[config.mk]
export PLATFORM = sky130hd
export DESIGN_NAME = host_regs
export DESIGN_NICKNAME = d
export VERILOG_FILES = /design/src/hdl/boot_pkg.sv /design/src/hdl/host_regs.sv
export SDC_FILE = /design/constraint.sdc
export NUM_CORES = 1
export LEC_CHECK = 0
export BUFFER_PORTS_ARGS = -buffer_cell sky130_fd_sc_hd__buf_2
export CORE_MARGIN = 2
export CORE_UTILIZATION = 40
export CTS_CLUSTER_SIZE = 40
export DETAILED_ROUTE_END_ITERATION = 10
export MAX_ROUTING_LAYER = met4
export PLACE_DENSITY = 0.86
export SETUP_SLACK_MARGIN = 0.02
export SYNTH_ARGS = -nofsm -noshare
export SYNTH_HDL_FRONTEND = slang
export SYNTH_SLANG_ARGS = --single-unit
[constraint.sdc]
create_clock -name clk_i -period 2.8 [get_ports clk_i]
set_input_delay 0.28 -clock clk_i [delete_from_list [all_inputs] [get_ports clk_i]]
set_output_delay 0.28 -clock clk_i [all_outputs]
set_load 0.01 [all_outputs]
[src/hdl/boot_pkg.sv]
// Boot subsystem definitions
package boot_pkg;

   localparam int ADDR_W      = 16;
   localparam int DATA_W      = 32;
   localparam int MEM_WORDS   = 256;
   localparam int MEM_AW      = 8;
   localparam int MEM_LATENCY = 2;
   localparam int WAIT_W      = $clog2(MEM_LATENCY + 1);

   localparam logic [7:0] CORE_ID = 8'h01;

   localparam logic [1:0] HOST_REG_CORE_ID = 2'd0;
   localparam logic [1:0] HOST_REG_FREEZE  = 2'd1;
   localparam logic [1:0] HOST_REG_FINISH  = 2'd2;
   localparam logic [1:0] HOST_REG_SCRATCH = 2'd3;

   // Bus owner, in boot order
   localparam logic [1:0] GNT_CFG = 2'd0;
   localparam logic [1:0] GNT_NBF = 2'd1;
   localparam logic [1:0] GNT_EXT = 2'd2;

   typedef struct packed {
      logic                     region;
      logic [ADDR_W-MEM_AW-4:0] upper;
      logic [MEM_AW-1:0]        index;
      logic [1:0]               byte_sel;
   } mem_addr_t;

   typedef struct packed {
      logic              region;
      logic [ADDR_W-6:0] unused;
      logic [1:0]        sel;
      logic [1:0]        byte_sel;
   } host_addr_t;

   // Region 1 selects the host registers
   typedef union packed {
      mem_addr_t  mem;
      host_addr_t host;
   } bus_addr_u;

   typedef struct packed {
      logic [ADDR_W-1:0] addr;
      logic [DATA_W-1:0] data;
   } cfg_entry_t;

   function automatic logic [ADDR_W-1:0] host_addr(logic [1:0] sel);
      bus_addr_u a;
      a             = '0;
      a.host.region = 1'b1;
      a.host.sel    = sel;
      return a;
   endfunction

   localparam int CFG_COUNT = 3;
   localparam int CFG_IDX_W = $clog2(CFG_COUNT);

   // Entry 0 in the low slot, freeze release goes out last
   localparam cfg_entry_t [CFG_COUNT-1:0] CFG_TABLE = {
      cfg_entry_t'{addr: host_addr(HOST_REG_FREEZE),  data: '0},
      cfg_entry_t'{addr: host_addr(HOST_REG_SCRATCH), data: '0},
      cfg_entry_t'{addr: host_addr(HOST_REG_CORE_ID), data: DATA_W'(CORE_ID)}
   };

endpackage

[src/hdl/host_regs.sv]
// Host control registers
`timescale 1ns/100ps

module host_regs import boot_pkg::*;
(
   input  logic              clk_i,
   input  logic              reset_i,
   input  logic              host_psel_i,
   input  logic              penable_i,
   input  logic              pwrite_i,
   input  logic [ADDR_W-1:0] paddr_i,
   input  logic [DATA_W-1:0] pwdata_i,
   output logic [DATA_W-1:0] prdata_o,
   output logic              pready_o,
   output logic              freeze_o,
   output logic              finish_o
);

   bus_addr_u  addr;
   logic [7:0] core_id_q;
   logic [7:0] scratch_q;
   logic       wr_en;

   assign addr     = paddr_i;
   assign pready_o = host_psel_i & penable_i;
   assign wr_en    = pready_o & pwrite_i;

   always_ff @(posedge clk_i)
   begin
      if (reset_i)
      begin
         core_id_q <= '0;
         scratch_q <= '0;
         freeze_o  <= 1'b1;
         finish_o  <= 1'b0;
      end
      else if (wr_en)
      begin
         case (addr.host.sel)
            HOST_REG_CORE_ID: core_id_q <= pwdata_i[7:0];
            HOST_REG_FREEZE:  freeze_o  <= pwdata_i[0];
            HOST_REG_FINISH:
            begin
               // Sticky until reset, exit code lands in scratch
               finish_o  <= 1'b1;
               scratch_q <= pwdata_i[7:0];
            end
            default:          scratch_q <= pwdata_i[7:0];
         endcase
      end
   end

   always_comb
   begin
      prdata_o = '0;
      case (addr.host.sel)
         HOST_REG_CORE_ID: prdata_o[7:0] = core_id_q;
         HOST_REG_FREEZE:  prdata_o[0]   = freeze_o;
         HOST_REG_FINISH:  prdata_o[0]   = finish_o;
         default:          prdata_o[7:0] = scratch_q;
      endcase
   end

endmodule

Yosys cells after proc, flatten, opt, wreduce, memory -nomap -nowiden
Cells that the tools add are included.
{"block": "op_classes", "eq_ne": 2, "muxes": 2, "bitwise_logic": 3, "n_reduce_logical": 7}
{"operator": "$pmux W7 S2", "n": 1}
{"operator": "$reduce_and A2 Y1", "n": 4}
{"operator": "$reduce_or A2 Y1", "n": 2}
{"operator": "$pmux W1 S3", "n": 1}
{"operator": "$and A1 B1 Y1", "n": 2}
{"operator": "$eq A2 B1 Y1 const B", "n": 1}
{"operator": "$eq A2 B2 Y1 const B", "n": 1}
{"operator": "$logic_not A2 Y1", "n": 1}
{"operator": "$not A1 Y1", "n": 1}
{"block": "word_totals", "register_bits": 18, "input_bits": 53, "out_inout_bits": 35, "word_cells": 18}

Logic depth before layout (Yosys ltp)
Gate-level depths: netlist of run 1.
{"block": "logic_depth", "depth_word": 4, "mapped_depth": 5}

Least setup slack after synthesis of run 1
No wires, ideal clock.
{"block": "synth_path", "kind": "input to output", "start": "input paddr_i[3]", "end": "output prdata_o[1]", "arrival_ns": 0.994, "t_required_ns": 2.520, "path_slack_ns": 1.526, "stages": 4, "cell_sequence": "buf_2 > and2_0 > clkbuf_1 > a22o_1"}
{"block": "synth_between", "elab_chain_len": 3, "elab_cells_between_ends": 5, "classes_between": "eq/ne: 2; mux: 1; reduce/logical: 2"}
{"item": "start, declared", "line": "host_regs.sv:11", "source": "input logic [ADDR_W-1:0] paddr_i,"}
{"item": "$eq A2 B2 Y1 or $eq A2 B1 Y1 (tied branches)", "line": "host_regs.sv:56", "source": "case (addr.host.sel)"}
{"item": "$reduce_or A2 Y1 (no source line)"}
{"item": "$pmux W7 S2 (*)", "line": "host_regs.sv:56"}
{"item": "end, declared", "line": "host_regs.sv:13", "source": "output logic [DATA_W-1:0] prdata_o,"}
Mark *: on every way between the ends. The rest lies on a longest branch, timed or not.

Final worst setup path of run 1
{"block": "layout_path", "start": "register freeze_o", "end": "output prdata_o[0]"}
{"block": "layout_between", "elab_chain_len": 1}
{"item": "start, declared", "line": "host_regs.sv:15", "source": "output logic freeze_o,"}
{"item": "start signal, assigned", "line": "host_regs.sv:41", "source": "HOST_REG_FREEZE: freeze_o <= pwdata_i[0];"}
{"item": "$pmux W1 S3", "line": "host_regs.sv:56"}
No other way between the ends.

==> impl_metrics.tcl, run 1 <==
set metrics [dict create \
    run_status "finished clean" \
    yosysWarnings 0 \
    number_of_levels_the_h_tree_was_split_into 1 \
    cp_data_arrival_time_ps 1240 \
    final-setup-viol-count 0 \
    layout_min_cycle_time_ps 1520 \
    syn_avg_cell_area_sq_um 8.67 \
    max_slew.worst_pin.slew_ps 551 \
    via_count_of_the_first_global_routing_pass 690 \
    routed-via-count 756 \
    cp_slowest_stage_delay_ps 460 \
    synth_top_flop_cell "sky130_fd_sc_hd__dfxtp_1" \
    num_io_pins 88 \
    irDropWorstVdd_v 0.000250 \
    slew_headroom 0.631 \
    synth-seq-area-share 0.349 \
    gp_congestion 0.773 \
    total_count_of_hold_check_failures_in_the_final_report 0 \
    postSynth.asyncResetShare 0 \
    grt_pass1_wl_mm 2.82 \
    crit_path_cell_trace "mux4_2 -> buf_2" \
    clock_tree_from_tritoncts "built" \
    route.detailed.wl_per_inst_microns 10.6 \
    syn_to_final_growth_pct 7.39 \
    yosys.area.top_type_share 0.349 \
    die_w_microns 54.8 \
    globalRouteOverflowTotal 0 \
    maxCapViolCount 0 \
    post_cts.resized_instances 0 \
    finish.utilization 0.452 \
    criticalPathCategory "register to primary output" \
    dieHeight_microns 54.8 \
    detailedRoute.firstPassIterationCount 4 \
    gr-usage-all-layers 0.136 \
    endpoint_kind "primary output" \
    synth_top_cells_by_count "25 x sky130_fd_sc_hd__buf_4, 18 x sky130_fd_sc_hd__dfxtp_1, 16 x sky130_fd_sc_hd__nand2_1, 16 x sky130_fd_sc_hd__nand2b_1" \
    antenna_fix_cells 0 \
    post_cts_buffers 0 \
    insertion_delay_of_the_later_clocked_pin_in_the_worst_skew_pair_ps 300 \
    yosys.cell_count.top_type "sky130_fd_sc_hd__buf_4" \
    vias_per_cell 4.42 \
    placement.io_buffers 25 \
    clock_sinks 18 \
    ys_ff_latch 18 \
    yosysTopAreaCell "sky130_fd_sc_hd__dfxtp_1" \
    half_perimeter_wire_length_of_the_detailed_placement_result_mm 1.34 \
    p_leak_nw 0.481 \
    finalSetupTns_ps 0 \
    clk_root_buffer_cell "sky130_fd_sc_hd__clkbuf_4" \
    synth_edf_count 0 \
    cts-buffers-inserted 3 \
    cp_slowest_cell "sky130_fd_sc_hd__mux4_2" \
    routed_wirelength_mm 1.82 \
    drive_gt1_frac 0.241 \
    skew_ps 0 \
    post_synth_inst_count 119 \
    fmaxAchievable_mhz 656 \
    ratio_of_total_power_to_cell_area_nw_per_um2 442 \
    final_antenna_net_count 0 \
    final_cycle_share 0.544 \
    crit_required_ps 2520 \
    drc 0 \
    drt_iter0_markers 6 \
    hold_buffers 0 \
    clkTransAtPathRegs_ps 110 \
    number_of_antenna_violations_at_the_first_check_in_global_routing 0 \
    hold_class "input port to register" \
    post_synth_num_cell_types 20 \
    critical_path_peak_fanout 3 \
    synth.cell_area_sq_um 1030 \
    worst_hold_slack_after_final_layout_ps 219 \
    synth.top_cells.by_area "sky130_fd_sc_hd__dfxtp_1 35%, sky130_fd_sc_hd__buf_4 18%, sky130_fd_sc_hd__nand2b_1 9.7%, sky130_fd_sc_hd__mux2i_1 8.7%, sky130_fd_sc_hd__a22o_1 5.9%" \
    rsz0062_at_grt "false" \
    maxSlewViolCount 0 \
    design.final.nets 195 \
    initial_core_util 0.420 \
    start_kind "register" \
    die_area_sq_um 3000 \
    grt_max_degree 28 \
    core-area_sq_um 2450 \
    max-clock-path-buffers 2 \
    row_count 18 \
]
-- routing by layer --
| metal | vias up | wire, microns | GRT usage |
|---|---|---|---|
| li1 | 388 | - | - |
| met1 | 339 | 766 | 0.144 |
| met2 | 27 | 937 | 0.240 |
| met3 | 2 | 110 | 0.0273 |
| met4 | 0 | 6 | 0.0625 |
| met5 | - | 0 | - |
-- cell families after synthesis --
kind of cell           after synthesis  synth area share
AOI/OAI and AO/OA                   16             0.103
buffers and inverters               31             0.206
DFF                                 18             0.349
muxes                               10             0.109
other                                1           0.00363
and+or+nand+nor                     43             0.229
-- sequential cells by signal, summed over array words and instances, names as in the netlist --
signal	cells
freeze_o	1
core_id_q	8
scratch_q	8
finish_o	1
-- final cells by class --
| class | instances | area [sq um] |
|---|---|---|
| tap | 30 | 37.5 |
| clock buffer | 4 | 36.3 |
| inverter | 1 | 3.75 |
| fill | 270 | 1350 |
| timing repair buffer | 25 | 125 |
| multi-input combinational | 93 | 546 |
| sequential | 18 | 360 |
-- worst max-delay path: cells and delay by family, from the launching register on --
family | cells | cell delay, ps
buffers and inverters | 1 | 150
multiplexers | 1 | 460
flip-flops | 1 | 340
-- cell usage in the layout (no fill, tap or decap), types with 3 or more instances in the layout --
cell type                   n
sky130_fd_sc_hd__clkbuf_4   3
sky130_fd_sc_hd__nand2_1   16
sky130_fd_sc_hd__dfxtp_1   18
sky130_fd_sc_hd__a22o_1     7
sky130_fd_sc_hd__mux2i_1    9
sky130_fd_sc_hd__nand2b_1  16
sky130_fd_sc_hd__buf_2     25
sky130_fd_sc_hd__nor2_1     4
sky130_fd_sc_hd__a21oi_1    9
sky130_fd_sc_hd__conb_1    24
-- path summary, 6_finish.rpt --
| kind | startpoint | end | slack, ps | cells after the start |
|---|---|---|---|---|
| max | freeze_o | prdata_o[0] | 1280 | 2 |
| min reg2reg | scratch_q[0] | scratch_q[0] | 460 | 2 |
| min | pwdata_i[3] | scratch_q[3] | 220 | 3 |
| max reg2reg | scratch_q[7] | scratch_q[7] | 2180 | 2 |
-- power by group --
part | switching, mW | internal, mW
Sequential | 0.00226 | 0.260
Clock | 0.0840 | 0.0793
Combinational | 0.0422 | 0.0219
-- per-stage QoR --
stage,cells,worst slack (ps),power (mW),cell area [sq um]
floorplan,142,1530,0.337,1120
global placement,167,1320,0.331,1070
detailed placement,167,1310,0.332,1070
CTS,171,1270,0.492,1110
global route,171,1230,0.509,1110
finish,171,1280,0.490,1110
Power figures use the tool's default switching activity.
==> run 2, diff against run 1 <==
CORE_UTILIZATION = 34   (was 40)
PLACE_DENSITY = 0.79   (was 0.86)
clock period = 1.4 ns   (was 2.8 ns; I/O delays follow)
==> run 2 against run 1 <==
Setup slack worse by 1200 ps; worst hold slack worse by 130 ps; count of clock-buffer cells in the layout unchanged; cell count up 2.9%.
==> impl_metrics.tcl, run 2 (synthesis results as in run 1) <==
set metrics [dict create \
    fin_area_sq_um 1150 \
    insertion_delay_of_the_later_clocked_pin_in_the_worst_skew_pair_ps 290 \
    globalRouteOverflowTotal 0 \
    max-clock-path-buffers 2 \
    placement.io_buffers 25 \
    syn_to_final_growth_pct 11.3 \
    clk_root_buffer_cell "sky130_fd_sc_hd__clkbuf_4" \
    total_count_of_hold_check_failures_in_the_final_report 0 \
    skew_ps 0 \
    drt_iter0_markers 16 \
    dieHeight_microns 59.1 \
    die_area_sq_um 3490 \
    crit-reg2reg-capture "freeze_o" \
    half_perimeter_wire_length_of_the_detailed_placement_result_mm 1.34 \
    run_status "finished clean" \
    endpoint_kind "primary output" \
    drc 0 \
    antenna_fix_cells 0 \
    final_cycle_share 0.973 \
    grt_pass1_wl_mm 2.93 \
    number_of_antenna_violations_at_the_first_check_in_global_routing 0 \
    maxSlewViolCount 0 \
    rsz0062_at_grt "true" \
    cts-buffers-inserted 3 \
    design_power_total_uw 975 \
    layout_common_cells "24 x sky130_fd_sc_hd__conb_1, 24 x sky130_fd_sc_hd__buf_2, 16 x sky130_fd_sc_hd__nand2b_1, 16 x sky130_fd_sc_hd__nand2_1, 16 x sky130_fd_sc_hd__dfxtp_1" \
    num-fill-cells 296 \
    number_of_levels_the_h_tree_was_split_into 1 \
    crit_required_ps 1260 \
    core-area_sq_um 2830 \
    irDropWorstVdd_v 0.000261 \
    worst_r2r_path_depth 3 \
    gr-usage-all-layers 0.115 \
    finish.utilization 0.406 \
    cp_data_arrival_time_ps 1220 \
    final_antenna_net_count 0 \
    routed-via-count 774 \
    whs_path_depth 3 \
    start_kind "register" \
    criticalPathCategory "register to primary output" \
    via_count_of_the_first_global_routing_pass 686 \
    fmaxAchievable_mhz 734 \
    routed_wirelength_mm 1.89 \
    critical_path_peak_fanout 2 \
    maxCapViolCount 0 \
    clock_tree_from_tritoncts "built" \
    cp-startpoint "freeze_o" \
    clkTransAtPathRegs_ps 100 \
    reg2reg_setup_slack_ps 670 \
    num_io_pins 88 \
    vias_per_cell 4.40 \
    hold_start "pwdata_i[6]" \
    detailedRoute.firstPassIterationCount 4 \
    clock_sinks 18 \
    design.final.nets 199 \
    hold_worst_path_end "scratch_q[6]" \
    placedInstanceArea_sq_um 1100 \
    die_w_microns 59.1 \
    ratio_of_total_power_to_cell_area_nw_per_um2 849 \
    drive_gt1_frac 0.276 \
    final-setup-viol-count 0 \
    p_leak_nw 0.502 \
    route.detailed.wl_per_inst_microns 10.7 \
    largestRegisters "core_id_q x8, scratch_q x8" \
    hold_class "input port to register" \
    critical_path.reg2reg.startpoint "freeze_o" \
    layout_min_cycle_time_ps 1360 \
    grt_max_degree 28 \
    row_count 19 \
    gp_congestion 0.687 \
    initial_core_util 0.365 \
    finalSetupTns_ps 0 \
]
[run 2: cell count changes in the layout (fill, tap and decap cells not counted), sizes merged]
cell  delta
buf      +4
[run 2: repair_timing]
item                                    in CTS  in global routing
endpoints found under the setup margin       1                  1
hold buffers                                 0                  0
setup buffers                                1                  0
resized for setup                            3                  0
pin swaps                                    0                  0
gates cloned                                 0                  0
[run 2: per-layer routing]
layer  global-route usage  vias to the layer above  routed length (microns)
li1                     -                      401                        -
met5                    -                        -                        0
met4               0.0487                        0                       14
met3               0.0262                        2                       89
met2                0.197                       23                      966
met1                0.129                      348                      819
[run 2: final cells by class]
type,count,area [sq um],share of cell area
repair buffers,29,161,0.141
well taps,31,38.8,0.0338
multi-input cells,93,546,0.475
clock buffers,4,36.3,0.0316
flip-flops and latches,18,363,0.316
inverters,1,3.75,0.00327
[run 2: report_power, final]
part	switching, mW	total [mW]	internal (mW)
clock network	0.155	0.313	0.158
registers	0.00429	0.525	0.521
logic	0.0861	0.137	0.0508
[run 2: worst max-delay path by stage]
stage | end | cells after the start
finish | prdata_o[0] | 2
global route | prdata_o[0] | 2
CTS | prdata_o[0] | 2
detailed placement | prdata_o[2] | 5
global placement | prdata_o[2] | 5
floorplan | prdata_o[1] | 4
[run 2: metrics by stage]
| stage | hold slack (ps) | cells | setup slack, ps |
|---|---|---|---|
| after global placement | 395 | 171 | 274 |
| after global routing | 74.1 | 176 | -9.67 |
| after detailed placement | 400 | 171 | 269 |
| after CTS | 75.9 | 176 | 19.7 |
| after floorplan | 276 | 142 | 406 |
| final | 89.3 | 176 | 38.2 |
[run 2: worst max-delay path, cell delays in order (launching register included)]
cell and delay, ps:
sky130_fd_sc_hd__dfxtp_2 330, sky130_fd_sc_hd__mux4_2 460, sky130_fd_sc_hd__buf_6 140
==> run 3, diff against run 2 <==
==> constraint.sdc (replaced) <==
create_clock -name clk_i -period 1.4 [get_ports clk_i]
set_input_delay 0.07 -clock clk_i [delete_from_list [all_inputs] [get_ports clk_i]]
set_output_delay 0.07 -clock clk_i [all_outputs]
set_load 0.01 [all_outputs]
==> run 3 against run 2 <==
Combinational power shrank 4%; sequential share of layout area grew 0.84 points; clock skew unchanged; sequential cell count is the same; critical path depth unchanged; clock power shrank 23%; total power fell by 7.9%.
==> impl_metrics.tcl, run 3 (synthesis results as in run 1) <==
set metrics [dict create \
    run_status "finished clean" \
    crit_required_ps 1330 \
    gp_congestion 0.671 \
    antenna_fix_cells 0 \
    design.final.nets 197 \
    detailedRoute.firstPassIterationCount 4 \
    place.detailed.instances 170 \
    half_perimeter_wire_length_of_the_detailed_placement_result_mm 1.37 \
    layout_common_cells "25 x sky130_fd_sc_hd__buf_2, 24 x sky130_fd_sc_hd__conb_1, 18 x sky130_fd_sc_hd__dfxtp_1, 16 x sky130_fd_sc_hd__nand2b_1, 16 x sky130_fd_sc_hd__nand2_1" \
    row_count 19 \
    skew_ps 0 \
    clkTransAtPathRegs_ps 100 \
    routed_wirelength_mm 1.85 \
    irDropWorstVdd_v 0.000228 \
    via_count_of_the_first_global_routing_pass 610 \
    maxCapViolCount 0 \
    cp_data_arrival_time_ps 1210 \
    maxSlewViolCount 0 \
    core-area_sq_um 2830 \
    die_area_sq_um 3490 \
    gr-usage-all-layers 0.106 \
    placement.io_buffers 25 \
    drive_gt1_frac 0.246 \
    number_of_levels_the_h_tree_was_split_into 1 \
    initial_core_util 0.365 \
    total_count_of_hold_check_failures_in_the_final_report 0 \
    grt_pass1_wl_mm 2.65 \
    drc 0 \
    hold_buffers 0 \
    fmaxAchievable_mhz 780 \
    number_of_antenna_violations_at_the_first_check_in_global_routing 0 \
    post_cts_buffers 0 \
    largestRegisters "core_id_q x8, scratch_q x8" \
    clock_sinks 18 \
    num_io_pins 88 \
    route.detailed.wl_per_inst_microns 10.7 \
    syn_to_final_growth_pct 7.64 \
    clock_tree_from_tritoncts "built" \
    routed-via-count 735 \
    hold_class "input port to register" \
    globalRouteOverflowTotal 0 \
    post_cts.resized_instances 0 \
    drt_iter0_markers 9 \
    rsz0062_at_grt "false" \
    critical_path_peak_fanout 3 \
    final_common_cell "sky130_fd_sc_hd__buf_2" \
    fin_cells 173 \
    layout_min_cycle_time_ps 1280 \
    p_leak_nw 0.484 \
    final_cycle_share 0.916 \
    criticalPathCategory "register to primary output" \
    die_w_microns 59.1 \
    vias_per_cell 4.25 \
    max-clock-path-buffers 2 \
    clk_root_buffer_cell "sky130_fd_sc_hd__clkbuf_4" \
    cts-buffers-inserted 3 \
    final_antenna_net_count 0 \
    finalSetupTns_ps 0 \
    ratio_of_total_power_to_cell_area_nw_per_um2 808 \
    endpoint_kind "primary output" \
    final-setup-viol-count 0 \
    insertion_delay_of_the_later_clocked_pin_in_the_worst_skew_pair_ps 280 \
    start_kind "register" \
    dieHeight_microns 59.1 \
    grt_max_degree 28 \
]
-- run 3: metrics by stage --
stage	area (sq um)	hold slack (ps)	util	total power, mW	setup slack (ps)
6_report	1110	27.3	0.393	0.898	118
3_5_place_dp	1090	330	0.385	0.667	338
5_1_grt	1110	13.5	0.393	0.948	66.9
2_1_floorplan	1120	206	-	0.674	509
4_1_cts	1110	16.9	0.393	0.915	96.5
3_3_place_gp	1090	325	0.385	0.665	325
-- run 3: final cells by class --
| class | count | area (sq um) |
|---|---|---|
| repair buffers | 27 | 140 |
| multi-input cells | 93 | 546 |
| well taps | 31 | 38.8 |
| clock buffers | 3 | 22.5 |
| fillers | 300 | 1720 |
| flip-flops and latches | 18 | 360 |
| inverters | 1 | 3.75 |
-- run 3: worst paths after layout --
path | from | end | slack (ps) | cells after the start
max | freeze_o | prdata_o[0] | 120 | 2
min | pwdata_i[6] | scratch_q[6] | 30 | 3
max reg2reg | freeze_o | freeze_o | 770 | 2
min reg2reg | scratch_q[2] | scratch_q[2] | 460 | 2
-- run 3: worst max-delay path, stage by stage (launching register included) --
cell                      delay [ps]
sky130_fd_sc_hd__dfxtp_1         330
sky130_fd_sc_hd__mux4_2          450
sky130_fd_sc_hd__buf_2           150
-- run 3: report_power, final --
part / switching [mW] / internal, mW / total, mW
clock network: 0.143 / 0.0996 / 0.242
registers: 0.00444 / 0.520 / 0.525
logic: 0.0845 / 0.0462 / 0.131
-- run 3: per-layer routing --
layer / part of all wire / global-route usage
met4: 0.0065 / 0.0390
met2: 0.51 / 0.184
met3: 0.054 / 0.0284
met5: 0 / -
met1: 0.43 / 0.115
