===== config.mk =====
export PLATFORM = sky130hd
export DESIGN_NAME = load_arbiter
export DESIGN_NICKNAME = d
export VERILOG_FILES = /design/src/hdl/boot_pkg.sv /design/src/hdl/load_arbiter.sv
export SDC_FILE = /design/constraint.sdc
export NUM_CORES = 1
export LEC_CHECK = 0
export BUFFER_PORTS_ARGS = -buffer_cell sky130_fd_sc_hd__buf_4
export CAP_MARGIN = 20
export CORE_AREA = 4 4 106 108
export CTS_BUF_LIST = sky130_fd_sc_hd__clkbuf_8 sky130_fd_sc_hd__clkbuf_16
export CTS_CLUSTER_DIAMETER = 30
export DETAILED_ROUTE_END_ITERATION = 7
export DIE_AREA = 0 0 110 112
export PLACE_DENSITY = 0.54
export SLEW_MARGIN = 20
export SYNTH_ARGS = -nofsm -noshare
export SYNTH_HDL_FRONTEND = slang
export SYNTH_SLANG_ARGS = --single-unit

===== constraint.sdc =====
create_clock -name clk_i -period 1.2 [get_ports clk_i]
set_input_delay 0.06 -clock clk_i [delete_from_list [all_inputs] [get_ports clk_i]]
set_output_delay 0.06 -clock clk_i [all_outputs]
set_load 0.005 [all_outputs]

===== src/hdl/boot_pkg.sv =====
// Boot subsystem definitions
package boot_pkg;

   localparam int ADDR_W      = 16;
   localparam int DATA_W      = 32;
   localparam int MEM_WORDS   = 256;
   localparam int MEM_AW      = 8;
   localparam int MEM_LATENCY = 2;
   localparam int WAIT_W      = $clog2(MEM_LATENCY + 1);

   localparam logic [7:0] CORE_ID = 8'h01;

   localparam logic [1:0] HOST_REG_CORE_ID = 2'd0;
   localparam logic [1:0] HOST_REG_FREEZE  = 2'd1;
   localparam logic [1:0] HOST_REG_FINISH  = 2'd2;
   localparam logic [1:0] HOST_REG_SCRATCH = 2'd3;

   // Bus owner, in boot order
   localparam logic [1:0] GNT_CFG = 2'd0;
   localparam logic [1:0] GNT_NBF = 2'd1;
   localparam logic [1:0] GNT_EXT = 2'd2;

   typedef struct packed {
      logic                     region;
      logic [ADDR_W-MEM_AW-4:0] upper;
      logic [MEM_AW-1:0]        index;
      logic [1:0]               byte_sel;
   } mem_addr_t;

   typedef struct packed {
      logic              region;
      logic [ADDR_W-6:0] unused;
      logic [1:0]        sel;
      logic [1:0]        byte_sel;
   } host_addr_t;

   // Region 1 selects the host registers
   typedef union packed {
      mem_addr_t  mem;
      host_addr_t host;
   } bus_addr_u;

   typedef struct packed {
      logic [ADDR_W-1:0] addr;
      logic [DATA_W-1:0] data;
   } cfg_entry_t;

   function automatic logic [ADDR_W-1:0] host_addr(logic [1:0] sel);
      bus_addr_u a;
      a             = '0;
      a.host.region = 1'b1;
      a.host.sel    = sel;
      return a;
   endfunction

   localparam int CFG_COUNT = 3;
   localparam int CFG_IDX_W = $clog2(CFG_COUNT);

   // Entry 0 in the low slot, freeze release goes out last
   localparam cfg_entry_t [CFG_COUNT-1:0] CFG_TABLE = {
      cfg_entry_t'{addr: host_addr(HOST_REG_FREEZE),  data: '0},
      cfg_entry_t'{addr: host_addr(HOST_REG_SCRATCH), data: '0},
      cfg_entry_t'{addr: host_addr(HOST_REG_CORE_ID), data: DATA_W'(CORE_ID)}
   };

endpackage


===== src/hdl/load_arbiter.sv =====
// Fixed order bus arbiter
`timescale 1ns/100ps

module load_arbiter import boot_pkg::*;
(
   input  logic              clk_i,
   input  logic              reset_i,
   input  logic              cfg_done_i,
   input  logic              nbf_done_i,
   input  logic              cfg_psel_i,
   input  logic              cfg_penable_i,
   input  logic              cfg_pwrite_i,
   input  logic [ADDR_W-1:0] cfg_paddr_i,
   input  logic [DATA_W-1:0] cfg_pwdata_i,
   output logic              cfg_pready_o,
   output logic              cfg_pslverr_o,
   input  logic              nbf_psel_i,
   input  logic              nbf_penable_i,
   input  logic              nbf_pwrite_i,
   input  logic [ADDR_W-1:0] nbf_paddr_i,
   input  logic [DATA_W-1:0] nbf_pwdata_i,
   output logic              nbf_pready_o,
   output logic              nbf_pslverr_o,
   input  logic              ext_psel_i,
   input  logic              ext_penable_i,
   input  logic              ext_pwrite_i,
   input  logic [ADDR_W-1:0] ext_paddr_i,
   input  logic [DATA_W-1:0] ext_pwdata_i,
   output logic [DATA_W-1:0] ext_prdata_o,
   output logic              ext_pready_o,
   output logic              ext_pslverr_o,
   output logic              bus_psel_o,
   output logic              bus_penable_o,
   output logic              bus_pwrite_o,
   output logic [ADDR_W-1:0] bus_paddr_o,
   output logic [DATA_W-1:0] bus_pwdata_o,
   input  logic [DATA_W-1:0] bus_prdata_i,
   input  logic              bus_pready_i,
   input  logic              bus_pslverr_i
);

   logic [1:0] grant_q;

   // Grant moves only between transfers
   always_ff @(posedge clk_i)
   begin
      if (reset_i)
         grant_q <= GNT_CFG;
      else if (!bus_psel_o)
         grant_q <= !cfg_done_i ? GNT_CFG : (!nbf_done_i ? GNT_NBF : GNT_EXT);
   end

   always_comb
   begin
      case (grant_q)
         GNT_CFG:
         begin
            bus_psel_o    = cfg_psel_i;
            bus_penable_o = cfg_penable_i;
            bus_pwrite_o  = cfg_pwrite_i;
            bus_paddr_o   = cfg_paddr_i;
            bus_pwdata_o  = cfg_pwdata_i;
         end
         GNT_NBF:
         begin
            bus_psel_o    = nbf_psel_i;
            bus_penable_o = nbf_penable_i;
            bus_pwrite_o  = nbf_pwrite_i;
            bus_paddr_o   = nbf_paddr_i;
            bus_pwdata_o  = nbf_pwdata_i;
         end
         default:
         begin
            bus_psel_o    = ext_psel_i;
            bus_penable_o = ext_penable_i;
            bus_pwrite_o  = ext_pwrite_i;
            bus_paddr_o   = ext_paddr_i;
            bus_pwdata_o  = ext_pwdata_i;
         end
      endcase
   end

   assign cfg_pready_o  = (grant_q == GNT_CFG) & bus_pready_i;
   assign cfg_pslverr_o = (grant_q == GNT_CFG) & bus_pslverr_i;
   assign nbf_pready_o  = (grant_q == GNT_NBF) & bus_pready_i;
   assign nbf_pslverr_o = (grant_q == GNT_NBF) & bus_pslverr_i;
   assign ext_pready_o  = (grant_q == GNT_EXT) & bus_pready_i;
   assign ext_pslverr_o = (grant_q == GNT_EXT) & bus_pslverr_i;
   assign ext_prdata_o  = (grant_q == GNT_EXT) ? bus_prdata_i : '0;

endmodule


Word level (Yosys, flattened, before mapping)

Index checks and enable logic that the tools add are counted.

Equal/unequal tests: 2
Multiplexer cells: 8
Bitwise logic cells: 6
Reduce and logical (&&, ||, !) cells: 1

Operators with widths:

| kind                                                                  | number |
|---|---|
| 32-bit one-hot mux with 2 select lines                                | 1 |
| 32-bit two-way mux                                                    | 1 |
| 16-bit one-hot mux with 2 select lines                                | 1 |
| 1-bit bitwise AND                                                     | 6 |
| 1-bit one-hot mux with 2 select lines                                 | 3 |
| 2-bit two-way mux                                                     | 2 |
| 2-bit by 1-bit equality test with 1-bit output, second input constant | 1 |
| 2-bit equality test, second input constant                            | 1 |
| 2-bit logical NOT                                                     | 1 |

Bits in registers: 2
Input port bits: 191
Output and inout bits: 89
Logic and storage cells: 18

Depth between registers and ports, before layout

Gate-level depths: netlist of run 1.

Depth after elaboration: 2
Mapped depth: 5
Mapped depth without buffers: 3

Least setup slack after synthesis of run 1

No wires, ideal clock.

Path type: flip-flop to flip-flop
From: register grant_q[0]
To: register grant_q[0]
Setup time: 0.078 ns
Data arrival time: 1.001 ns
Data required time: 1.122 ns
Path slack: 0.121 ns
Cell stages (with the launch flop): 6
Buffers on the path: 2
Clock period less this slack: 1.079 ns
Cell sequence: dfxtp_1 -> buf_6 -> buf_6 -> mux2i_2 -> nand3_1 -> a32oi_1

Word-level cells in the longest chain between the ends: 2
Elaborated cells between the ends (all ways): 3
Classes of those cells: eq/ne (1); mux (1); reduce/logical (1)

Ends and longest elaborated chain:

| what                                                                                | RTL line           | text |
|---|---|---|
| start, declared                                                                     | load_arbiter.sv:42 | `logic [1:0] grant_q;` |
| start signal, assigned                                                              | load_arbiter.sv:50 | `grant_q <= !cfg_done_i ? GNT_CFG : (!nbf_done_i ? GNT_NBF : GNT_EXT);` |
| 2-bit by 1-bit equality test with 1-bit output or 2-bit logical NOT (tied branches) | load_arbiter.sv:55 | `case (grant_q)` |
| 1-bit one-hot mux with 2 select lines *                                             | load_arbiter.sv:55 |  |

Every way passes the cells marked *; elsewhere a longest branch is shown, timed or not.
A chain may end at the register's enable or synchronous reset.

Worst setup path in the final report of run 1

From: register grant_q[0]
To: output port bus_paddr_o[4]

Word-level cells in the longest chain between the ends: 2
Elaborated cells between the ends (all ways): 3
Classes of those cells: eq/ne (1); mux (1); reduce/logical (1)

Ends and longest elaborated chain:

| what                                                                                | RTL line           | text |
|---|---|---|
| 2-bit by 1-bit equality test with 1-bit output or 2-bit logical NOT (tied branches) | load_arbiter.sv:55 |  |
| 16-bit one-hot mux with 2 select lines *                                            | load_arbiter.sv:55 |  |
| end, declared                                                                       | load_arbiter.sv:35 | `output logic [ADDR_W-1:0] bus_paddr_o,` |

Marked as above.

==> results of run 1 <==
==> where the power goes <==
group | internal [mW] | leakage, nW | switching, mW
sequential | 0.0719 | 0.0178 | 0.0128
clock | 0.218 | 0.0269 | 0.0690
combinational | 1.19 | 2.02 | 0.625
total | 1.48 | 2.06 | 0.706
==> critical path, cell delays in order (launching register included) <==
cell and delay (ns):
dfxtp_4 0.37, buf_12 0.15, buf_12 0.14, mux2i_1 0.22
o21ai_1 0.11, buf_4 0.15
==> synth_stat cells <==
cell type,instances,area share
mux2i_1,51,0.35
nand2_1,50,0.13
o21ai_0,50,0.17
and2_1,34,0.15
clkbuf_1,13,0.034
buf_6,5,0.039
buf_4,3,0.016
nand3_1,3,0.010
a32oi_1,2,0.012
and3b_1,2,0.012
dfxtp_1,2,0.028
inv_1,2,0.0052
nor2_1,2,0.0052
nor3b_1,2,0.010
a21o_1,1,0.0052
a31oi_1,1,0.0043
and2b_1,1,0.0052
buf_2,1,0.0035
mux2i_2,1,0.0095
==> routing by layer <==
| layer | wire length [um] | track usage | vias up | share of wire |
|---|---|---|---|---|
| met2 | 5630 | 0.302 | 174 | 0.55 |
| li1 | - | - | 1347 | - |
| met5 | 0 | 0 | - | 0 |
| met3 | 1150 | 0.0406 | 23 | 0.11 |
| met1 | 3090 | 0.133 | 1218 | 0.30 |
| met4 | 308 | 0.0490 | 0 | 0.030 |
==> cells by family after synthesis <==
group / Yosys count
compound gates: 54
flops: 2
simple gates: 94
mux: 52
buf+inv: 24
==> worst min-delay path by stage <==
| stage | from | end | slack (ns) | cells past startpoint |
|---|---|---|---|---|
| final | reset_i | grant_q[1]$_SDFFE_PP0N_ | 0.02 | 2 |
| after global routing | reset_i | grant_q[1]$_SDFFE_PP0N_ | 0.03 | 2 |
| after CTS | reset_i | grant_q[1]$_SDFFE_PP0N_ | 0.02 | 2 |
| after detailed placement | reset_i | grant_q[1]$_SDFFE_PP0N_ | 0.25 | 2 |
| after global placement | reset_i | grant_q[1]$_SDFFE_PP0N_ | 0.25 | 2 |
| after floorplan | reset_i | grant_q[1]$_SDFFE_PP0N_ | 0.13 | 1 |
==> cell type report <==
cell class	instances	area, um2	area share
clock buffers	3	41.3	0.00974
clock inverters	1	3.75	0.000885
multi-input cells	200	1390	0.328
flip-flops and latches	2	47.5	0.0112
repair buffers	300	2580	0.608
inverters	2	7.51	0.00177
well taps	136	170	0.0401
==> per-stage QoR <==
stage / hold WS [ns] / worst slack (ns) / cell area, um2
CTS: 0.0238 / -0.208 / 4140
global route: 0.0336 / -0.294 / 4240
global placement: 0.247 / -0.0126 / 3710
finish: 0.0244 / -0.221 / 4240
detailed placement: 0.246 / -0.0297 / 3710
floorplan: 0.132 / 0.121 / 1450
==> timing repair <==
item / CTS / global route
gates resized for setup: 73 / 20
pin swaps: 1 / 7
buffers inserted: 6 / 0
gates cloned: 6 / 2
hold buffers: 0 / 0
setup endpoints to repair: 87 / 91
==> cells in the final DEF, fill, tap and decap left out, drive strengths merged, types with 2 or more instances in the layout <==
cell type / count
buf: 297
mux2i: 52
nand2: 50
o21ai: 50
and2: 34
clkbuf: 5
inv: 3
nand3: 3
nor3b: 2
nor2: 2
dfxtp: 2
and3b: 2
a32oi: 2
==> flow_summary_export.csv, run 1 <==
group,metric,value,unit
power_and_ir_drop,p_leak,2.06,nW
grt,grt_max_degree,43,
clocking,cts.htree.levels,1,
grt,track_usage,0.148,
floorplanning,rows,37,
grt,antenna_found_initial,0,
clocking,cts_inserted_buffers,3,
timing,fmax,0.704,GHz
grt,gr-total-overflow,0,
clocking,numClockSinks,2,
timing,min_period,1.42,ns
timing,maxSlewViolCount,0,
timing,setup_tns,-14.10,ns
critical_path,crit_type,"flip-flop to output pin",
route,avgViaCountPerCell,4.29,
critical_path,cp_data_required_time,1.14,ns
critical_path,r2r-start,"grant_q[0]$_SDFFE_PP0N_",
floorplanning,core_area,0.0102,mm2
synth,syn_area_per_cell,6.41,um2
synth,syn-cell-area,0.00145,mm2
grt,grt_pass1_wl,14.3,mm
critical_path,path_max_fanout,6,
floorplanning,ios,280,
synth,ys_types,19,
clocking,cts-root-buf,"clkbuf_8",
power_and_ir_drop,peakVddDrop,0.251,mV
timing,worst_slack,-0.221,ns
placed_design,dp.cells,626,
timing,rsz0062_at_grt,"yes",
floorplanning,initial_utilization,0.142,
synth,synth_compound_area_frac,0.194,
timing,maxSlewHeadroom,0.884,
route,drc_errors,0,
cells_and_area,largest_register,"grant_q",
synth,synth_top_family_by_area,"multiplexers",
clocking,clk_pin_slew,0.03,ns
placed_design,dp_hpwl,7.96,mm
cells_and_area,stdcell_count,644,
critical_path,worst_setup_path_start_kind,"flip-flop",
route,drt-wirelength-per-cell,15.8,um
timing,clock_skew,0.00909,ns
synth,ys_ff_latch,2,
status,outcome,"finished, violations left",
clocking,tritoncts,"yes",
synth,synthMuxAreaShare,0.362,
power_and_ir_drop,finalPower,2.18,mW
route,drtAntennaViolNets,0,
cells_and_area,area_growth,193,%
grt,first_global_vias,2821,
status,violations,"negative setup slack",
critical_path,arrival,1.36,ns
route,dr.pass1.iters,4,
flow_run,maxCapViolCount,0,
floorplanning,dieArea,0.0123,mm2
critical_path,endpoint,"bus_paddr_o[4]",
cells_and_area,drive_gt1_frac,0.650,
placed_design,io_buffer_count,279,
floorplanning,die-width,110,um
power_and_ir_drop,power.density,515,mW/mm2
timing,final.period_utilization,1.18,
cells_and_area,final_util,0.414,
synth,synthCells,226,
synth,synth_xor_area_frac,0,
route,vias,2762,
synth,seq_area_frac_synth,0.0276,
cells_and_area,fillers,1027,
timing,hold_viol,0,
critical_path,worst_setup_path_end_kind,"output pin",
critical_path,startpoint,"grant_q[0]$_SDFFE_PP0N_",
floorplanning,die_y,112,um
cells_and_area,nNetsFinal,700,
worst_hold_path,hp-class,"input port to flip-flop",
placed_design,gp_congestion,0.801,
timing,worst_pin_slew,0.170,ns
synth,ys_warn_count,0,
cells_and_area,largest_reg_flops,2,
synth,synthAdderAreaFrac,0,
clocking,clock_latency,0.22,ns
cells_and_area,largestRegisters,"grant_q: 2 flops",
timing,setup_violations,89,
critical_path,timing.rr.end,"grant_q[0]$_SDFFE_PP0N_",
critical_path,r2r_cells,5,
synth,syn-num-nets,417,
cells_and_area,antenna_cells,0,
clocking,cts_buffer_depth,2,
synth,synth-simple-area-share,0.320,
route,drt_iter0_markers,81,
route,routed_wl,10.2,mm
critical_path,reg2reg_slack,0.06,ns
(Power assumes the default switching activity.)
==> run 2, diff against run 1 <==
--- a/config.mk
+++ b/config.mk
@@ -13,6 +13,7 @@
 export DETAILED_ROUTE_END_ITERATION = 7
 export DIE_AREA = 0 0 110 112
 export PLACE_DENSITY = 0.54
+export SETUP_SLACK_MARGIN = 0.1
 export SLEW_MARGIN = 20
 export SYNTH_ARGS = -nofsm -noshare
 export SYNTH_HDL_FRONTEND = slang
==> run 2 against run 1 <==
The flow still finishes with violations (negative setup slack). Wire length is 0.15% higher. Global-route usage is essentially flat. Non-clock buffer count did not move. Clock skew barely moved. Combinational power about the same. Power is 0.16% lower. Die area is the same. Maximum frequency is essentially flat. First-iteration DRC count is 7.4% lower. Largest power group unchanged.
==> flow_summary_export.csv, run 2 (synthesis results as in run 1) <==
group,metric,value,unit
status,outcome,"finished, violations left",
status,violations,"negative setup slack",
timing,worst_slack,-0.222,ns
floorplanning,ios,280,
clocking,numClockSinks,2,
floorplanning,die_y,112,um
route,drt-wirelength-per-cell,15.8,um
critical_path,path_max_fanout,6,
grt,grt_pass1_wl,14.3,mm
critical_path,critical-path-slowest-cell,"dfxtp_4",
floorplanning,core_area,0.0102,mm2
route,routed_wl,10.2,mm
cells_and_area,antenna_cells,0,
flow_run,maxCapViolCount,0,
cells_and_area,nNetsFinal,700,
route,drtAntennaViolNets,0,
worst_hold_path,hp-class,"input port to flip-flop",
critical_path,worst_setup_path_start_kind,"flip-flop",
power_and_ir_drop,combPwrFrac,0.830,
clocking,cts_buffer_depth,2,
power_and_ir_drop,peakVddDrop,0.250,mV
power_and_ir_drop,power.net_switching,0.705,mW
clocking,cts-root-buf,"clkbuf_8",
power_and_ir_drop,p_sw_frac,0.323,
clocking,cts_inserted_buffers,3,
grt,track_usage,0.148,
placed_design,pre_cts_ws,-0.0297,ns
cells_and_area,layout_common_cells,"buf_4, nand2_1, mux2i_1, o21ai_1, and2_1",
placed_design,io_buffer_count,279,
grt,grt_max_degree,43,
critical_path,worst_setup_path_end_kind,"output pin",
route,avgViaCountPerCell,4.28,
grt,antenna_found_initial,0,
placed_design,gp_congestion,0.801,
grt,first_global_vias,2820,
power_and_ir_drop,finalPower,2.18,mW
cells_and_area,largest_register,"grant_q",
cells_and_area,final_common_cell,"buf_4",
critical_path,arrival,1.36,ns
critical_path,cp_common_cell,"buf_12",
critical_path,max_stage_delay,0.37,ns
clocking,holdBufCountCts,0,
route,vias,2755,
timing,worst_pin_slew,0.171,ns
timing,hold_viol,0,
timing,maxSlewHeadroom,0.883,
timing,clock_skew,0.00908,ns
route,drt_iter0_markers,75,
clocking,clock_latency,0.22,ns
timing,setup_tns,-14.17,ns
power_and_ir_drop,power.density,515,mW/mm2
grt,gr-total-overflow,0,
floorplanning,rows,37,
timing,maxSlewViolCount,0,
placed_design,dp_hpwl,7.96,mm
clocking,tritoncts,"yes",
clocking,clk_pin_slew,0.03,ns
power_and_ir_drop,clockPowerShare,0.131,
timing,rsz0062_at_grt,"yes",
floorplanning,initial_utilization,0.142,
floorplanning,die-width,110,um
timing,whs,0.0176,ns
power_and_ir_drop,seq_power_share,0.039,
timing,min_period,1.42,ns
power_and_ir_drop,internal_power,1.48,mW
cells_and_area,largest_reg_flops,2,
timing,final.period_utilization,1.19,
critical_path,reg2reg_slack,0.04,ns
cells_and_area,area_growth,192,%
cells_and_area,largestRegisters,"grant_q: 2 flops",
cells_and_area,drive_gt1_frac,0.648,
route,drc_errors,0,
clocking,cts.htree.levels,1,
timing,setup_violations,89,
route,dr.pass1.iters,4,
timing,fmax,0.703,GHz
power_and_ir_drop,p_leak,2.06,nW
critical_path,crit_type,"flip-flop to output pin",
critical_path,cp_data_required_time,1.14,ns
floorplanning,dieArea,0.0123,mm2
critical_path,crit_chain,"buf_12, buf_12, mux2i_1, o21ai_1, buf_4",
-- run 2: cell count changes in the layout (fill, tap and decap cells not counted) --
cell | previous run | this run
a32oi_1 | 1 | 2
a32oi_2 | 1 | 0
-- run 2: final timing paths --
check,startpoint,end,depth (start not counted)
max,grant_q[0]$_SDFFE_PP0N_,bus_paddr_o[4],5
min,reset_i,grant_q[1]$_SDFFE_PP0N_,2
max reg2reg,grant_q[0]$_SDFFE_PP0N_,grant_q[1]$_SDFFE_PP0N_,5
min reg2reg,grant_q[1]$_SDFFE_PP0N_,grant_q[0]$_SDFFE_PP0N_,2
-- run 2: metrics by stage --
stage | util | instance area [um2] | instances
after detailed placement | 0.363 | 3710 | 626
final | 0.414 | 4230 | 644
after floorplan | - | 1450 | 226
after global routing | 0.414 | 4230 | 644
after CTS | 0.404 | 4140 | 642
after global placement | 0.363 | 3710 | 626
-- run 2: final cells by class --
class,instances,area (um2)
well taps,136,170
multi-input cells,200,1380
clock inverters,1,3.75
fillers,1027,6000
repair buffers,300,2580
flip-flops and latches,2,47.5
clock buffers,3,41.3
inverters,2,7.51
-- run 2: power by group through the flow --
| stage | Combinational, mW | Sequential, mW | Clock, mW |
|---|---|---|---|
| 2_1_floorplan | 0.513 | 0.0747 | 0 |
| 5_1_grt | 1.95 | 0.0861 | 0.304 |
| 4_1_cts | 1.76 | 0.0845 | 0.297 |
| 3_5_place_dp | 1.49 | 0.0901 | 0 |
| 6_report | 1.81 | 0.0848 | 0.286 |
| 3_3_place_gp | 1.47 | 0.0885 | 0 |
-- run 2: repair_timing --
item                                   4_1_cts  5_1_grt
cloned                                       6        2
setup endpoints to repair                   89       91
endpoints found under the hold margin        0        0
pin swaps                                    3        6
resized for setup                           73       19
buffers inserted                             6        0
-- run 2: routing by layer --
metal  global-route usage  up-vias  part of all wire  wire [um]
li1                     -     1349                 -          -
met1                0.133     1218              0.31       3160
met2                0.303      167              0.55       5640
met3               0.0400       21              0.11       1120
met4               0.0457        0             0.027        279
met5                    0        -                 0          0
-- run 2: critical path, delay by kind of cell, from the launching register on --
| kind | cells | cell delay [ns] |
|---|---|---|
| buffers and inverters | 3 | 0.44 |
| AO/OA/AOI/OAI | 1 | 0.10 |
| multiplexers | 1 | 0.22 |
| flip-flops | 1 | 0.37 |
==> run 3, diff against run 2 <==
--- a/config.mk
+++ b/config.mk
@@ -7,13 +7,13 @@
 export LEC_CHECK = 0
 export BUFFER_PORTS_ARGS = -buffer_cell sky130_fd_sc_hd__buf_4
 export CAP_MARGIN = 20
-export CORE_AREA = 4 4 106 108
+export CORE_AREA = 2 2 110 112
 export CTS_BUF_LIST = sky130_fd_sc_hd__clkbuf_8 sky130_fd_sc_hd__clkbuf_16
 export CTS_CLUSTER_DIAMETER = 30
 export DETAILED_ROUTE_END_ITERATION = 7
-export DIE_AREA = 0 0 110 112
-export PLACE_DENSITY = 0.54
-export SETUP_SLACK_MARGIN = 0.1
+export DIE_AREA = 0 0 112 114
+export PLACE_DENSITY = 0.5
+export REMOVE_ABC_BUFFERS = 1
 export SLEW_MARGIN = 20
 export SYNTH_ARGS = -nofsm -noshare
 export SYNTH_HDL_FRONTEND = slang
==> run 3 against run 2 <==
The flow still finishes with violations (negative setup slack). Worst hold slack lost 0.0044 ns. Sequential cell count is the same. Critical path depth shrank 1. Final area shrank 1.5%. Critical endpoint is now ext_prdata_o[31]. Largest power group unchanged. Clock-buffer cell count is the same. Non-clock buffer count shrank 4. First-iteration DRC count grew 4.0%. Highest routed layer unchanged.
==> flow_summary_export.csv, run 3 (synthesis results as in run 1) <==
group,metric,value,unit
route,wl_met2,5.09,mm
placed_design,placed_area,0.00374,mm2
cells_and_area,largest_reg_flops,2,
clocking,holdBufCountCts,0,
critical_path,critPathTopFamily,"flip-flops",
worst_hold_path,hold_depth,2,
status,outcome,"finished, violations left",
power_and_ir_drop,power.density,534,mW/mm2
critical_path,timing.rr.end,"grant_q[0]$_SDFFE_PP0N_",
cells_and_area,largestRegisters,"grant_q: 2 flops",
cells_and_area,nNetsFinal,696,
grt,antenna_found_initial,0,
timing,maxSlewHeadroom,0.879,
critical_path,path_max_fanout,17,
route,drtAntennaViolNets,0,
placed_design,io_buffer_count,279,
critical_path,r2r-start,"grant_q[0]$_SDFFE_PP0N_",
clocking,cts-root-buf,"clkbuf_16",
cells_and_area,final_util,0.356,
grt,grt_max_degree,40,
clocking,numClockSinks,2,
clocking,cts.htree.levels,1,
grt,track_usage,0.119,
placed_design,pre_cts_ws,0.0194,ns
critical_path,r2r_cells,5,
grt,first_global_vias,2594,
clocking,tritoncts,"yes",
critical_path,cp_data_required_time,1.14,ns
timing,rsz0062_at_grt,"yes",
floorplanning,die_y,114,um
grt,grt_pass1_wl,12.4,mm
floorplanning,dieArea,0.0128,mm2
critical_path,reg2reg_slack,-0.05,ns
critical_path,crit_chain,"and2b_4, buf_12, and2_1, buf_4",
timing,min_period,1.39,ns
route,vias,2716,
clocking,clk_pin_slew,0.03,ns
flow_run,maxCapViolCount,0,
route,wl_met1,3.04,mm
route,drt_iter0_markers,78,
floorplanning,core_area,0.0117,mm2
worst_hold_path,hp-start,"reset_i",
worst_hold_path,holdPathEnd,"grant_q[1]$_SDFFE_PP0N_",
power_and_ir_drop,p_leak,2.04,nW
cells_and_area,final_common_cell,"buf_4",
power_and_ir_drop,peakVddDrop,0.330,mV
clocking,clock_latency,0.22,ns
route,drc_errors,0,
route,wl_met3,783,um
worst_hold_path,hp-class,"input port to flip-flop",
floorplanning,rows,40,
critical_path,worst_setup_path_end_kind,"output pin",
cells_and_area,antenna_cells,0,
critical_path,crit_type,"flip-flop to output pin",
timing,maxSlewViolCount,0,
floorplanning,initial_utilization,0.124,
critical_path,critical-path-slowest-cell,"dfxtp_4",
timing,whs,0.0132,ns
critical_path,arrival,1.33,ns
timing,setup_tns,-11.72,ns
critical_path,worst_setup_path_start_kind,"flip-flop",
cells_and_area,area_growth,188,%
cells_and_area,drive_gt1_frac,0.665,
critical_path,max_stage_delay,0.42,ns
timing,worst_slack,-0.189,ns
cells_and_area,fin_area,0.00417,mm2
clocking,cts_buffer_depth,2,
cells_and_area,largest_register,"grant_q",
timing,setup_violations,91,
placed_design,gp_congestion,0.771,
timing,clock_skew,0.00310,ns
route,dr.pass1.iters,4,
route,drt-wirelength-per-cell,13.8,um
cells_and_area,layout_common_cells,"buf_4, mux2i_1, nand2_1, o21ai_1, buf_6",
timing,final.period_utilization,1.16,
timing,worst_pin_slew,0.179,ns
floorplanning,ios,280,
placed_design,dp_hpwl,6.90,mm
critical_path,worst-path-buf-inv,2,
route,avgViaCountPerCell,4.17,
floorplanning,die-width,112,um
clocking,cts_inserted_buffers,3,
status,violations,"negative setup slack",
grt,gr-total-overflow,0,
timing,fmax,0.720,GHz
route,routed_wl,8.98,mm
timing,hold_viol,0,
route,topRoutingLayerUsed,"met4",
## run 3: worst max-delay path by stage
stage                            startpoint                to  slack [ns]  cells after the start
CTS                 grant_q[0]$_SDFFE_PP0N_  bus_pwdata_o[12]       -0.17                      4
global route        grant_q[0]$_SDFFE_PP0N_  bus_pwdata_o[20]       -0.24                      5
global placement    grant_q[0]$_SDFFE_PP0N_  bus_pwdata_o[11]        0.05                      4
finish              grant_q[0]$_SDFFE_PP0N_  ext_prdata_o[31]       -0.19                      4
detailed placement  grant_q[0]$_SDFFE_PP0N_  bus_pwdata_o[11]        0.02                      4
floorplan           grant_q[0]$_SDFFE_PP0N_   ext_prdata_o[0]       -1.56                      2
## run 3: layer usage
metal / vias up / track usage
met1: 1203 / 0.125
met3: 6 / 0.0165
met4: 0 / 0.0195
met2: 172 / 0.252
met5: - / 0
li1: 1335 / -
## run 3: cell type report
class	count	area, um2
fill	1220	7540
timing repair buffer	296	2490
multi-input combinational	200	1360
tap	147	184
clock buffer	3	75.1
sequential	2	47.5
inverter	2	7.51
clock inverter	1	3.75
## run 3: what timing repair did
action                                  4_1_cts  5_1_grt
gates resized for setup                      35       73
gates cloned                                  1        3
endpoints found under the setup margin       85       88
setup buffers                                 3        1
pin swaps                                     2        9
## run 3: report_power, final
part | leakage, nW | switching, mW | internal (mW)
logic | 1.98 | 0.553 | 1.08
registers | 0.0178 | 0.0182 | 0.0721
clock network | 0.0423 | 0.0768 | 0.428
## run 3: metrics by stage
stage                     power [mW]  instances
final                           2.23        651
after floorplan                0.560        204
after CTS                       2.14        647
after detailed placement        1.56        640
after global placement          1.54        640
after global routing            2.39        651
